==> src/include/acq_cfg.svh <==
/*
  acquisition configuration macros
  counter widths, pre-charge switch levels, azmux hi code, fifo depth
*/

`ifndef ACQ_CFG_SVH
`define ACQ_CFG_SVH

// width of the hi and lo sample duration
`define ACQ_DUR_W            32
// width of the precharge and protect count
`define ACQ_PC_W             24
// width of one converter pulse count
`define ACQ_COUNT_W          24

// azmux code width, and the code that selects the pre-charge output
`define ACQ_AZMUX_W          4
`define ACQ_AZMUX_HI         4'b1000

// pre-charge switch levels
`define ACQ_SW_PC_SIGNAL     1'b1
`define ACQ_SW_PC_BOOT       1'b0

// default fifo address width, 8 records
`define ACQ_FIFO_AW_DEFAULT  3

`endif
==> src/source/acq_pkg.sv <==
/*
  acquisition types
  sequencer state and window phase enums, window, record and result structs
*/

`default_nettype none

`include "acq_cfg.svh"

package acq_pkg;

  // sequencer states, entry states are one cycle, wait states count down
  typedef enum logic [3:0] {
    IDLE,
    PROTECT,
    PROTECT_WAIT,
    PRECHARGE,
    PRECHARGE_WAIT,
    HI_SAMPLE,
    HI_WAIT,
    RE_PROTECT,
    RE_PROTECT_WAIT,
    LO_SAMPLE,
    LO_WAIT,
    CYCLE_END
  } seq_state_t;

  // which half of the auto-zero pair a window belongs to
  typedef enum logic [0:0] {
    PHASE_HI = 1'b0,
    PHASE_LO = 1'b1
  } phase_t;

  // sampling window from the sequencer
  typedef struct packed {
    logic   active;
    phase_t phase;
  } seq_window_t;

  // one record per closed window
  typedef struct packed {
    phase_t                  phase;
    logic [`ACQ_COUNT_W-1:0] count;
  } sample_rec_t;

  // hi count minus lo count, one extra bit for the sign
  typedef struct packed {
    logic signed [`ACQ_COUNT_W:0] diff;
  } az_result_t;

endpackage

`default_nettype wire

==> src/source/acq_top.sv <==
/*
  acquisition top level
  sequencer, pulse counter, record fifo, subtractor and monitor bus
*/

`timescale 1ns/1ps
`default_nettype none

`include "acq_cfg.svh"

module acq_top (
  input  wire                       clk,
  input  wire                       reset,
  input  wire                       run,
  input  wire                       vf_pulse,
  input  wire [`ACQ_DUR_W-1:0]      sample_duration,
  input  wire [`ACQ_PC_W-1:0]       precharge_count,
  input  wire [`ACQ_AZMUX_W-1:0]    azmux_lo_val,
  output wire                       sw_pc_ctl,
  output wire                       led0,
  output wire [`ACQ_AZMUX_W-1:0]    azmux,
  output wire                       result_valid,
  output acq_pkg::az_result_t       result,
  output wire [3:0]                 monitor
);

  acq_pkg::seq_window_t window;
  acq_pkg::sample_rec_t push_rec;
  acq_pkg::sample_rec_t rd_rec;
  wire                  push;
  wire                  pop;
  wire                  empty;
  wire                  overflow;

  //////////////////////////////////////////////////////////////////////
  // producer, buffer, consumer
  //////////////////////////////////////////////////////////////////////

  sample_sequencer seq0 (
    .clk             (clk),
    .reset           (reset),
    .run             (run),
    .sample_duration (sample_duration),
    .precharge_count (precharge_count),
    .azmux_lo_val    (azmux_lo_val),
    .sw_pc_ctl       (sw_pc_ctl),
    .led0            (led0),
    .azmux           (azmux),
    .window          (window)
  );

  window_pulse_counter cnt0 (
    .clk      (clk),
    .reset    (reset),
    .vf_pulse (vf_pulse),
    .window   (window),
    .push     (push),
    .rec      (push_rec)
  );

  sample_fifo fifo0 (
    .clk      (clk),
    .reset    (reset),
    .push     (push),
    .pop      (pop),
    .wr_rec   (push_rec),
    .rd_rec   (rd_rec),
    .empty    (empty),
    .overflow (overflow)
  );

  az_subtract sub0 (
    .clk          (clk),
    .reset        (reset),
    .empty        (empty),
    .rd_rec       (rd_rec),
    .pop          (pop),
    .result_valid (result_valid),
    .result       (result)
  );

  // overflow, lo window, hi window, azmux on pc out
  assign monitor = {
    overflow,
    window.active & (window.phase == acq_pkg::PHASE_LO),
    window.active & (window.phase == acq_pkg::PHASE_HI),
    (azmux == `ACQ_AZMUX_HI)
  };

endmodule

`default_nettype wire

==> src/source/az_subtract.sv <==
/*
  auto-zero subtractor
  pairs each hi record with the next lo record, outputs hi minus lo
*/

`timescale 1ns/1ps
`default_nettype none

`include "acq_cfg.svh"

module az_subtract (
  input  wire                   clk,
  input  wire                   reset,
  input  wire                   empty,
  input  acq_pkg::sample_rec_t  rd_rec,
  output logic                  pop,
  output logic                  result_valid,
  output acq_pkg::az_result_t   result
);

  // rd_rec holds a fresh record this cycle
  logic                    rd_valid;
  // hi count waiting for its lo partner
  logic [`ACQ_COUNT_W-1:0] hi_count;
  logic                    hi_held;

  // drain whenever anything is there
  assign pop = ~empty;

  always_ff @(posedge clk or posedge reset)
  begin
    if (reset)
    begin
      rd_valid     <= 1'b0;
      hi_held      <= 1'b0;
      result_valid <= 1'b0;
    end
    else
    begin
      rd_valid     <= pop;
      result_valid <= 1'b0;
      if (rd_valid)
      begin
        if (rd_rec.phase == acq_pkg::PHASE_HI)
          hi_held <= 1'b1;
        else if (hi_held)
        begin
          result_valid <= 1'b1;
          hi_held      <= 1'b0;
        end
        // lo with no hi in hand is dropped
      end
    end
  end

  // payload, qualified by hi_held and result_valid
  always_ff @(posedge clk)
  begin
    if (rd_valid && rd_rec.phase == acq_pkg::PHASE_HI)
      hi_count <= rd_rec.count;
    if (rd_valid && rd_rec.phase == acq_pkg::PHASE_LO && hi_held)
      result.diff <= $signed({1'b0, hi_count}) - $signed({1'b0, rd_rec.count});
  end

endmodule

`default_nettype wire

==> src/source/sample_fifo.sv <==
/*
  sample record fifo
  circular buffer with registered read port and sticky overflow flag
*/

`timescale 1ns/1ps
`default_nettype none

`include "acq_cfg.svh"

module sample_fifo #(
  parameter int AW = `ACQ_FIFO_AW_DEFAULT
) (
  input  wire                   clk,
  input  wire                   reset,
  input  wire                   push,
  input  wire                   pop,
  input  acq_pkg::sample_rec_t  wr_rec,
  output acq_pkg::sample_rec_t  rd_rec,
  output logic                  empty,
  output logic                  overflow
);

  localparam int DEPTH = 1 << AW;

  acq_pkg::sample_rec_t mem [DEPTH];

  // one extra bit to tell full from empty
  logic [AW:0] wr_ptr;
  logic [AW:0] rd_ptr;
  logic        full;

  assign empty = (wr_ptr == rd_ptr);
  assign full  = (wr_ptr[AW] != rd_ptr[AW]) && (wr_ptr[AW-1:0] == rd_ptr[AW-1:0]);

  //////////////////////////////////////////////////////////////////////
  // pointers and flag
  //////////////////////////////////////////////////////////////////////

  always_ff @(posedge clk or posedge reset)
  begin
    if (reset)
    begin
      wr_ptr   <= '0;
      rd_ptr   <= '0;
      overflow <= 1'b0;
    end
    else
    begin
      if (push && !full)
        wr_ptr <= wr_ptr + 1'b1;
      // record dropped, flag stays until reset
      if (push && full)
        overflow <= 1'b1;
      if (pop && !empty)
        rd_ptr <= rd_ptr + 1'b1;
    end
  end

  //////////////////////////////////////////////////////////////////////
  // storage
  //////////////////////////////////////////////////////////////////////

  always_ff @(posedge clk)
  begin
    if (push && !full)
      mem[wr_ptr[AW-1:0]] <= wr_rec;
    // read data valid the cycle after pop
    if (pop && !empty)
      rd_rec <= mem[rd_ptr[AW-1:0]];
  end

endmodule

`default_nettype wire

==> src/source/window_pulse_counter.sv <==
/*
  window pulse counter
  counts converter pulses while the window is open, one record per window
*/

`timescale 1ns/1ps
`default_nettype none

`include "acq_cfg.svh"

module window_pulse_counter (
  input  wire                   clk,
  input  wire                   reset,
  input  wire                   vf_pulse,
  input  acq_pkg::seq_window_t  window,
  output logic                  push,
  output acq_pkg::sample_rec_t  rec
);

  logic [`ACQ_COUNT_W-1:0] count;
  // delayed active, for the falling edge
  logic                    active_q;
  // phase of the window being counted
  acq_pkg::phase_t         phase_q;

  always_ff @(posedge clk or posedge reset)
  begin
    if (reset)
    begin
      count    <= '0;
      active_q <= 1'b0;
      phase_q  <= acq_pkg::PHASE_HI;
    end
    else
    begin
      active_q <= window.active;
      if (window.active)
      begin
        phase_q <= window.phase;
        if (vf_pulse)
          count <= count + 1'b1;
      end
      else if (push)
        // record goes out this cycle, start the next window from zero
        count <= '0;
    end
  end

  // first cycle after the window closes
  assign push      = active_q & ~window.active;
  assign rec.phase = phase_q;
  assign rec.count = count;

endmodule

`default_nettype wire

==> src/source/sample_sequencer.sv <==
/*
  auto-zero sample sequencer
  drives the pre-charge switch, azmux, led0 and the hi/lo sampling window
*/

`timescale 1ns/1ps
`default_nettype none

`include "acq_cfg.svh"

module sample_sequencer (
  input  wire                         clk,
  input  wire                         reset,
  input  wire                         run,
  input  wire [`ACQ_DUR_W-1:0]        sample_duration,
  input  wire [`ACQ_PC_W-1:0]         precharge_count,
  input  wire [`ACQ_AZMUX_W-1:0]      azmux_lo_val,
  output logic                        sw_pc_ctl,
  output logic                        led0,
  output logic [`ACQ_AZMUX_W-1:0]     azmux,
  output acq_pkg::seq_window_t        window
);

  acq_pkg::seq_state_t state;
  acq_pkg::seq_state_t next_state;

  // down counter for the current phase
  logic [`ACQ_DUR_W-1:0] count_down;
  // precharge count widened to the counter
  logic [`ACQ_DUR_W-1:0] pc_load;
  logic                  count_done;

  // registered azmux select, 1 picks the pre-charge output
  logic                  az_hi_sel;

  assign pc_load    = {{(`ACQ_DUR_W - `ACQ_PC_W){1'b0}}, precharge_count};
  assign count_done = (count_down == '0);

  //////////////////////////////////////////////////////////////////////
  // next state
  //////////////////////////////////////////////////////////////////////

  always_comb
  begin
    next_state = state;
    case (state)
      acq_pkg::IDLE:            if (run) next_state = acq_pkg::PROTECT;
      // switch to boot, protect the signal
      acq_pkg::PROTECT:         next_state = acq_pkg::PROTECT_WAIT;
      acq_pkg::PROTECT_WAIT:    if (count_done) next_state = acq_pkg::PRECHARGE;
      // azmux to pc out while still at boot, settle
      acq_pkg::PRECHARGE:       next_state = acq_pkg::PRECHARGE_WAIT;
      acq_pkg::PRECHARGE_WAIT:  if (count_done) next_state = acq_pkg::HI_SAMPLE;
      // switch to signal, hi measurement
      acq_pkg::HI_SAMPLE:       next_state = acq_pkg::HI_WAIT;
      acq_pkg::HI_WAIT:         if (count_done) next_state = acq_pkg::RE_PROTECT;
      // back to boot before the azmux moves
      acq_pkg::RE_PROTECT:      next_state = acq_pkg::RE_PROTECT_WAIT;
      acq_pkg::RE_PROTECT_WAIT: if (count_done) next_state = acq_pkg::LO_SAMPLE;
      // azmux on lo, lo measurement
      acq_pkg::LO_SAMPLE:       next_state = acq_pkg::LO_WAIT;
      acq_pkg::LO_WAIT:         if (count_done) next_state = acq_pkg::CYCLE_END;
      // stop here at the end of a full pair while run is low
      acq_pkg::CYCLE_END:       if (run) next_state = acq_pkg::PRECHARGE;
      default:                  next_state = acq_pkg::IDLE;
    endcase
  end

  //////////////////////////////////////////////////////////////////////
  // state, counter and registered drives
  //////////////////////////////////////////////////////////////////////

  // drives are decoded from next_state, so they line up with the state
  always_ff @(posedge clk or posedge reset)
  begin
    if (reset)
    begin
      state         <= acq_pkg::IDLE;
      count_down    <= '0;
      sw_pc_ctl     <= `ACQ_SW_PC_BOOT;
      az_hi_sel     <= 1'b0;
      led0          <= 1'b0;
      window.active <= 1'b0;
      window.phase  <= acq_pkg::PHASE_HI;
    end
    else
    begin
      state <= next_state;

      // entry states load, wait states count down to zero
      case (state)
        acq_pkg::PROTECT,
        acq_pkg::PRECHARGE,
        acq_pkg::RE_PROTECT:  count_down <= pc_load;
        acq_pkg::HI_SAMPLE,
        acq_pkg::LO_SAMPLE:   count_down <= sample_duration;
        default:              if (!count_done) count_down <= count_down - 1'b1;
      endcase

      // signal only for the hi window
      sw_pc_ctl <= (next_state == acq_pkg::HI_WAIT) ? `ACQ_SW_PC_SIGNAL : `ACQ_SW_PC_BOOT;

      // azmux leaves hi one cycle after the switch is back at boot
      az_hi_sel <= (next_state == acq_pkg::PRECHARGE)      ||
                   (next_state == acq_pkg::PRECHARGE_WAIT) ||
                   (next_state == acq_pkg::HI_SAMPLE)      ||
                   (next_state == acq_pkg::HI_WAIT)        ||
                   (next_state == acq_pkg::RE_PROTECT);

      // led on from hi sample until lo sample
      led0 <= (next_state == acq_pkg::HI_SAMPLE)  ||
              (next_state == acq_pkg::HI_WAIT)    ||
              (next_state == acq_pkg::RE_PROTECT) ||
              (next_state == acq_pkg::RE_PROTECT_WAIT);

      window.active <= (next_state == acq_pkg::HI_WAIT) || (next_state == acq_pkg::LO_WAIT);
      window.phase  <= (next_state == acq_pkg::LO_WAIT) ? acq_pkg::PHASE_LO : acq_pkg::PHASE_HI;
    end
  end

  // lo code follows the input directly
  assign azmux = az_hi_sel ? `ACQ_AZMUX_HI : azmux_lo_val;

endmodule

`default_nettype wire

==> config.mk <==
export PLATFORM = sky130hd
export DESIGN_NAME = acq_top
export DESIGN_NICKNAME = d
export VERILOG_FILES = /design/src/source/acq_pkg.sv /design/src/source/acq_top.sv /design/src/source/az_subtract.sv /design/src/source/sample_fifo.sv /design/src/source/window_pulse_counter.sv /design/src/source/sample_sequencer.sv
export VERILOG_INCLUDE_DIRS = /design/src /design/src/include
export SDC_FILE = /design/constraint.sdc
export NUM_CORES = 1
export LEC_CHECK = 0
export BUFFER_PORTS_ARGS = -buffer_cell sky130_fd_sc_hd__buf_4
export CELL_PAD_IN_SITES_DETAIL_PLACEMENT = 0
export CELL_PAD_IN_SITES_GLOBAL_PLACEMENT = 1
export CORE_UTILIZATION = 55
export DETAILED_ROUTE_END_ITERATION = 16
export PLACE_DENSITY = 0.84
export SYNTH_ARGS = -nofsm -noshare
export SYNTH_HDL_FRONTEND = slang
export SYNTH_SLANG_ARGS = --single-unit
==> constraint.sdc <==
create_clock -name clk -period 5.6 [get_ports clk]
set_clock_uncertainty 0.05 [all_clocks]
set_input_delay 1.12 -clock clk [delete_from_list [all_inputs] [get_ports clk]]
set_output_delay 1.12 -clock clk [all_outputs]
set_load 0.01 [all_outputs]
==> summary.txt, run 1 <==
Outcome
  • Outcome: completed

STA
  • Worst-margin pin slew: 1.145 ns
  • Hold_ws: between 0.3 and 0.4 ns
  • Final min period: between 3 and 4 ns
  • Rel. slew slack: 23.33%
  • Fin. max-slew vios: 0
  • RSZ-0062 raised after global routing: false
  • Setup Viol. Count Final: 0
  • Setup Total Neg Slack: 0 ns
  • Crit share post-route: 61.24%
  • Fin. Hold Viols: 0
  • Fmax: 291.6 MHz

Clocking
  • Clock Tree Root: clkbuf_16
  • Setup bufs post-CTS: 0
  • Clock sinks: 353
  • CTS max path bufs: 3
  • Worst skew pair latency: 0.52 ns
  • CTS H-tree depth: 2
  • CTS clk-pin slew, worst paths: 0.06 ns
  • CTS Buf Count: 36
  • Post-CTS sizing: 0
  • CTS tree: done
  • Hold Buf Count CTS: 0

Logic synthesis
  • Largest family of logic cells by synthesized area: multiplexers
  • XOR/XNOR Fraction of Synth Area: under 10%
  • Seq cells post-synth: ~350
  • Mapped cell area: approximately 16000 µm²
  • Adder-cell share of the synthesized area: under 10%
  • Fraction of registers with async set/reset: 22.38%
  • Syn Area/Cell: ~15 µm²
  • Post-synth top flop: edfxtp_1
  • Post-synthesis compound-gate area fraction: slightly above 8%
  • Synth Instances: 1068
  • Ys Warns: 0
  • Simple-gate area share of the yosys netlist: a little under a tenth
  • Post-synth EDFFs: 274
  • Net Count, Synth: 1161
  • Unique masters post-synth: 67
  • Mux share of post-synthesis cell area: around a tenth
  • Post-synthesis sequential area ratio: 65.71%

Worst setup path
  • Startpoint Class: register
  • CP endpoint kind: register
  • CP Class: reg -> reg
  • Arrival time at the worst endpoint: 3.78 ns
  • Worst endpoint required time: 5.95 ns
  • CP Max Fanout: 17

Die
  • Io pins: 100
  • Initial core utilization: 55.90%
  • Core Rows: just over 60
  • Die outline width: 170.0 µm
  • Core area: 27780 µm²
  • Die H: 170.0 µm
  • Die ar.: 28910 µm²

Final layout
  • Post-layout util: 64.45%
  • Layout cells sized above 1: 21.86%
  • Non-Filler Instances: 1581
  • Commonest non-fill, non-tap cell in the layout: edfxtp_1
  • Layout Nets: 1269
  • Area growth, synth to finish: 15.29%
  • Commonest non-fill, non-tap cells in the layout: edfxtp_1, buf_4, dfrtp_1
  • Layout filler cell count: 2036
  • Antenna cells: 0
  • Cell area after layout: 17900 µm²

Placement
  • IO buf count: 99
  • Placed cells: roughly 1.5k
  • Area of placed instances: around 17000 µm²
  • Hpwl dp: 19680 µm
  • Routability cong.: 0.9233

Job
  • Maximum Capacitance Violations: 0

Route
  • Vias post-DR: 9364
  • Antenna-violating nets left: 0
  • Vias per Instance: 5.923
  • Drt drc: 0
  • Router iterations before antenna repair: 6
  • Avg WL per Cell: about 20 µm
  • Drt total wl: 31210 µm
  • Starting DRT DRC Count: roughly 760

Pwr
  • Peak VDD IR: 191.0 µV
  • Leakage power: 6.477 nW
  • PD cells: 329.4 nW/µm²

Global route
  • Largest net degree at the start of global routing: 54
  • All-Layer GR Usage: 22.41%
  • First-pass GRT wire length: 49710 µm
  • Antenna violations before repair: 0
  • GR Overflow Total: 0
  • Number of global-route vias before repair: approximately 9.2k

Worst hold path
  • Hold Path Class: reg -> reg
## worst max-delay path, stage by stage, from the launching register on
cell and delay [ns]:
dfrtp_1 0.41, inv_1 0.10, ha_1 0.21, nor4b_1 0.78, nand4_1 0.59, nor4_4 0.41, buf_4 0.28, or3_1 0.14
a21oi_1 0.06, a221o_1 0.28
## cell type report
type | count | area [µm²] | share of cell area (%)
clock buffer | 47 | 983.4 | 5.493
sequential | 353 | 10210 | 57.02
timing repair buffer | 113 | 848.3 | 4.738
tap | 378 | 473.0 | 2.642
clock inverter | 18 | 177.7 | 0.9923
inverter | 43 | 162.7 | 0.9085
multi-input combinational | 629 | 5050 | 28.20
## synth_stat cells, types with 12 or more instances
| cell | number | area (µm²) |
|---|---|---|
| nand2_1 | 74 | 277.8 |
| nand4_1 | 15 | 93.84 |
| xor2_1 | 24 | 210.2 |
| mux2_2 | 29 | 326.6 |
| dfrtp_1 | 79 | 1977 |
| nand3_1 | 24 | 120.1 |
| inv_1 | 43 | 161.4 |
| nor2_1 | 60 | 225.2 |
| a222oi_1 | 12 | 120.1 |
| edfxtp_1 | 274 | 8228 |
| ha_1 | 28 | 350.3 |
| clkbuf_1 | 34 | 127.6 |
| mux4_2 | 50 | 1126 |
| o21ai_0 | 30 | 150.1 |
| xnor2_1 | 25 | 219.0 |
| a21oi_1 | 53 | 265.3 |
| nand2b_1 | 14 | 87.58 |
| nor3_1 | 27 | 135.1 |
## sequential cells by signal (all words and copies together) (netlist names)
signal,count
sub0.result,25
seq0.state,4
seq0.sw_pc_ctl,1
sub0.hi_held,1
seq0.window,2
fifo0.mem,200
sub0.hi_count,24
fifo0.overflow,1
cnt0.active_q,1
cnt0.phase_q,1
fifo0.wr_ptr,4
seq0.count_down,32
sub0.result_valid,1
sub0.rd_valid,1
fifo0.rd_rec,25
seq0.led0,1
seq0.az_hi_sel,1
cnt0.count,24
fifo0.rd_ptr,4
## power breakdown
part	internal [mW]	switching [mW]	total (mW)
combinational	0.195	0.199	0.393
sequential	2.98	0.181	3.16
clock	1.38	0.959	2.34
total	4.56	1.34	5.90
## cell families after synthesis
group | Yosys count
AOI/OAI and AO/OA | 186
and+or+nand+nor | 279
muxes | 86
adders and majority gates | 29
buffers and inverters | 86
DFF | 353
xor gates and xnor gates | 49
## layer usage
| layer | track usage [%] | routed length (µm) | vias to the layer above |
|---|---|---|---|
| met3 | 3.326 | 1483 | 62 |
| li1 | - | - | 4358 |
| met4 | 8.108 | 851 | 0 |
| met5 | 0 | 0 | - |
| met1 | 29.90 | 13250 | 4661 |
| met2 | 37.58 | 15620 | 283 |
## stage by stage
step / worst slack (ns) / power [mW]
after detailed placement: 2.260 / 3.609
after global routing: 1.995 / 6.119
final: 2.171 / 5.899
after CTS: 2.211 / 5.948
after floorplan: 2.087 / 3.440
after global placement: 2.452 / 3.591
## final timing paths
kind | end | from | depth (start not counted) | slack [ns]
worst min register to register | sub0.hi_count[15]$_DFFE_PP_ | fifo0.rd_rec[15]$_DFFE_PP_ | 0 | 0.40
worst max-delay path | seq0.count_down[6]$_DFFE_PP0P_ | seq0.count_down[0]$_DFFE_PP0P_ | 9 | 2.17
max in group asynchronous | cnt0.count[20]$_DFFE_PP0P_ | reset | 3 | 3.78
min in group asynchronous | cnt0.phase_q$_DFFE_PP0P_ | reset | 2 | 0.69
worst max register to register | seq0.count_down[6]$_DFFE_PP0P_ | seq0.count_down[0]$_DFFE_PP0P_ | 9 | 2.17
worst min-delay path | sub0.hi_count[15]$_DFFE_PP_ | fifo0.rd_rec[15]$_DFFE_PP_ | 0 | 0.40
Power figures use the tool's default switching activity.
==> run 2, diff against run 1 <==
--- a/config.mk
+++ b/config.mk
@@ -6,12 +6,13 @@
 export SDC_FILE = /design/constraint.sdc
 export NUM_CORES = 1
 export LEC_CHECK = 0
+export ABC_AREA = 1
 export BUFFER_PORTS_ARGS = -buffer_cell sky130_fd_sc_hd__buf_4
 export CELL_PAD_IN_SITES_DETAIL_PLACEMENT = 0
 export CELL_PAD_IN_SITES_GLOBAL_PLACEMENT = 1
-export CORE_UTILIZATION = 55
+export CORE_UTILIZATION = 48
 export DETAILED_ROUTE_END_ITERATION = 16
-export PLACE_DENSITY = 0.84
+export PLACE_DENSITY = 0.78
 export SYNTH_ARGS = -nofsm -noshare
 export SYNTH_HDL_FRONTEND = slang
 export SYNTH_SLANG_ARGS = --single-unit
==> constraint.sdc (replaced) <==
create_clock -name clk -period 3.26 [get_ports clk]
set_clock_uncertainty 0.05 [all_clocks]
set_input_delay 0.652 -clock clk [delete_from_list [all_inputs] [get_ports clk]]
set_output_delay 0.652 -clock clk [all_outputs]
set_load 0.01 [all_outputs]
==> summary.txt, run 2 <==
Worst setup path
  • CP endpoint kind: register
  • Startpoint Class: register
  • CP Class: reg -> reg
  • Worst r2r path cells: 7 (-2)
  • Worst R2R End: fifo0.mem[2][22]$_DFFE_PP_
  • Worst endpoint required time: 3.43 ns (-2.52 ns)
  • R2R Path Start: seq0.window[1]$_DFF_PP0_
  • Reg2Reg Setup Slack: 0.80 ns (-1.37 ns)
  • CP Max Fanout: 16 (-1)
  • Arrival time at the worst endpoint: 2.62 ns (-1.16 ns)

Clocking
  • CTS H-tree depth: 2 (unchanged)
  • CTS max path bufs: 3 (unchanged)
  • Post-CTS sizing: 0 (unchanged)
  • CTS tree: done
  • Clock Tree Root: clkbuf_16
  • Setup bufs post-CTS: 0 (unchanged)
  • Worst skew pair latency: 0.52 ns (about the same)
  • CTS Buf Count: 38 (+5.6%)
  • CTS clk-pin slew, worst paths: 0.06 ns (about the same)
  • Hold Buf Count CTS: 0 (unchanged)
  • Clock sinks: 353 (unchanged)

STA
  • Setup Total Neg Slack: 0 ns (unchanged)
  • Worst-margin pin slew: 0.7219 ns (-0.4230 ns)
  • Fin. Hold Viols: 0 (unchanged)
  • Final min period: 2.457 ns (-0.9726 ns)
  • Fmax: 407.1 MHz (+40%)
  • Setup Viol. Count Final: 0 (unchanged)
  • Fin. max-slew vios: 0 (unchanged)
  • RSZ-0062 raised after global routing: false
  • Crit share post-route: 75.36% (+14 points)
  • Rel. slew slack: 51.82% (+28 points)

Logic synthesis
  • Post-synthesis sequential area ratio: 63.79% (-1.9 points)
  • Post-synth EDFFs: 274 (unchanged)
  • Unique masters post-synth: 47 (-30%)
  • Seq cells post-synth: 353 (unchanged)
  • Count leader, synth: nor2_1
  • Synth Instances: 1551 (+45%)
  • Post-synthesis compound-gate area fraction: 10.44% (+2.3 points)
  • Syn Area/Cell: 10.31 µm² (-29%)
  • Adder-cell share of the synthesized area: 2.315% (-0.070 points)
  • Mux share of post-synthesis cell area: 0% (-9.8 points)
  • Simple-gate area share of the yosys netlist: 16.17% (+7.1 points)
  • Mapped cell area: 16000 µm² (+3.0%)
  • Synth top area cells: edfxtp_1, dfrtp_1, nor2_1
  • Post-synth top flop: edfxtp_1
  • Top cells by count, synth: nor2_1, edfxtp_1, nand2_1
  • Yosys top cell area share: 51.43% (-1.5 points)
  • Fraction of registers with async set/reset: 22.38% (unchanged)
  • Ys Warns: 0 (unchanged)
  • XOR/XNOR Fraction of Synth Area: 2.245% (-0.52 points)
  • Largest family of logic cells by synthesized area: simple AND/OR/NAND/NOR gates
  • Net Count, Synth: 1644 (+42%)
  • Top cell type by total area after synthesis: edfxtp_1

Die
  • Die outline width: 184.6 µm (+8.5%)
  • Io pins: 100 (unchanged)
  • Die H: 184.6 µm (+8.5%)
  • Core Rows: 66 (+8.2%)
  • Core area: 32700 µm² (+18%)
  • Die ar.: 34060 µm² (+18%)
  • Initial core utilization: 48.92% (-7.0 points)

Worst hold path
  • Hold Path Class: in -> async

Global route
  • GR Overflow Total: 0 (unchanged)
  • Number of global-route vias before repair: 10.71k (+16%)
  • Antenna violations before repair: 0 (unchanged)
  • Largest net degree at the start of global routing: 67 (+24%)
  • All-Layer GR Usage: 21.08% (-1.3 points)
  • First-pass GRT wire length: 55790 µm (+12%)

Route
  • Vias post-DR: 11.13k (+19%)
  • Avg WL per Cell: 16.16 µm (-18%)
  • Antenna-violating nets left: 0 (unchanged)
  • Starting DRT DRC Count: 776 (+2.6%)
  • Router iterations before antenna repair: 5 (-1)
  • Vias per Instance: 5.210 (-12%)
  • Drt drc: 0 (unchanged)
  • Drt total wl: 34520 µm (+11%)

Placement
  • Hpwl dp: 22680 µm (+15%)
  • IO buf count: 99 (unchanged)
  • Routability cong.: 0.8691 (-5.9%)

Pwr
  • Peak VDD IR: 344.9 µV (+81%)
  • PD cells: 537.6 nW/µm² (+63%)
  • Leakage power: 7.480 nW (+15%)
  • Tot Pwr: 9.967 mW (+69%)

Final layout
  • Layout Nets: 1758 (+39%)
  • Max reg flops: 200 (unchanged)
  • Commonest non-fill, non-tap cell in the layout: nor2_1
  • Area growth, synth to finish: 15.90%
  • Antenna cells: 0 (unchanged)
  • Layout cells sized above 1: 13.52% (-8.3 points)
  • Commonest non-fill, non-tap cells in the layout: nor2_1, edfxtp_1, nand2_1

Outcome
  • Outcome: completed

Job
  • Maximum Capacitance Violations: 0 (unchanged)
run 2: changes by cell type after synthesis, moves of 24 or more:
| cell | previous run | this run |
|---|---|---|
| nor2_1 | 60 | 285 |
| nand2_1 | 74 | 237 |
| o21ai_0 | 30 | 131 |
| inv_1 | 43 | 139 |
| mux4_2 | 50 | 0 |
| a31oi_1 | 4 | 34 |
| mux2_2 | 29 | 0 |
| nand3_1 | 24 | 48 |
run 2: report_power, final:
group          switching [mW]  internal, mW  total (mW)
Sequential              0.200          4.99        5.19
Combinational           0.260         0.224       0.484
Clock                    1.72          2.57        4.30
run 2: per-layer routing:
layer / track usage [%] / up-vias / wire length (µm)
met2: 35.28 / 287 / 16700
met4: 6.200 / 0 / 631
met5: 0 / - / 0
met1: 28.59 / 5267 / 15320
met3: 2.865 / 47 / 1870
li1: - / 5528 / -
run 2: worst max-delay path by stage:
stage,startpoint,endpoint,slack [ns],cells after the start
6_report,seq0.window[1]$_DFF_PP0_,fifo0.mem[2][22]$_DFFE_PP_,0.80,7
3_3_place_gp,seq0.window[1]$_DFF_PP0_,fifo0.mem[2][20]$_DFFE_PP_,0.81,7
4_1_cts,seq0.window[1]$_DFF_PP0_,fifo0.mem[2][22]$_DFFE_PP_,0.77,7
2_1_floorplan,reset,cnt0.active_q$_DFF_PP0_,0.53,1
5_1_grt,seq0.window[1]$_DFF_PP0_,fifo0.mem[2][23]$_DFFE_PP_,0.60,7
3_5_place_dp,seq0.window[1]$_DFF_PP0_,fifo0.mem[2][22]$_DFFE_PP_,0.77,7
run 2: critical path, cell delays in order, from the launching register on:
cell     delay (ns)
dfrtp_1        0.40
inv_1          0.12
nand2_2        0.20
inv_2          0.23
nand2_1        0.14
or2_1          0.33
nor2_2         0.40
buf_4          0.29
run 2: per-stage QoR:
stage               setup slack (ns)  util [%]  area (µm²)  hold WS [ns]  cells
floorplan                     0.5346         -       16000        0.3441   1551
global placement              0.8149     52.90       17300        0.3515   2067
detailed placement            0.7716     52.90       17300        0.3593   2067
CTS                           0.7713     56.70       18540        0.1887   2136
global route                  0.5983     56.70       18540        0.2248   2136
finish                        0.8033     56.70       18540        0.1775   2136
run 2: kinds of logic after synthesis:
group,after synthesis
buffers and inverters,201
AOI/OAI and AO/OA,299
xor gates and xnor gates,41
and+or+nand+nor,628
DFF,353
adders and majority gates,29
run 2: final cells by class:
cell class / instances / area [µm²]
Clock inverter: 17 / 197.7
Timing Repair Buffer: 123 / 948.4
Clock buffer: 52 / 1045
Multi-Input combinational cell: 997 / 5020
Inverter: 152 / 571.8
Sequential cell: 353 / 10210
Tap cell: 442 / 553.0
Fill cell: 2874 / 14160
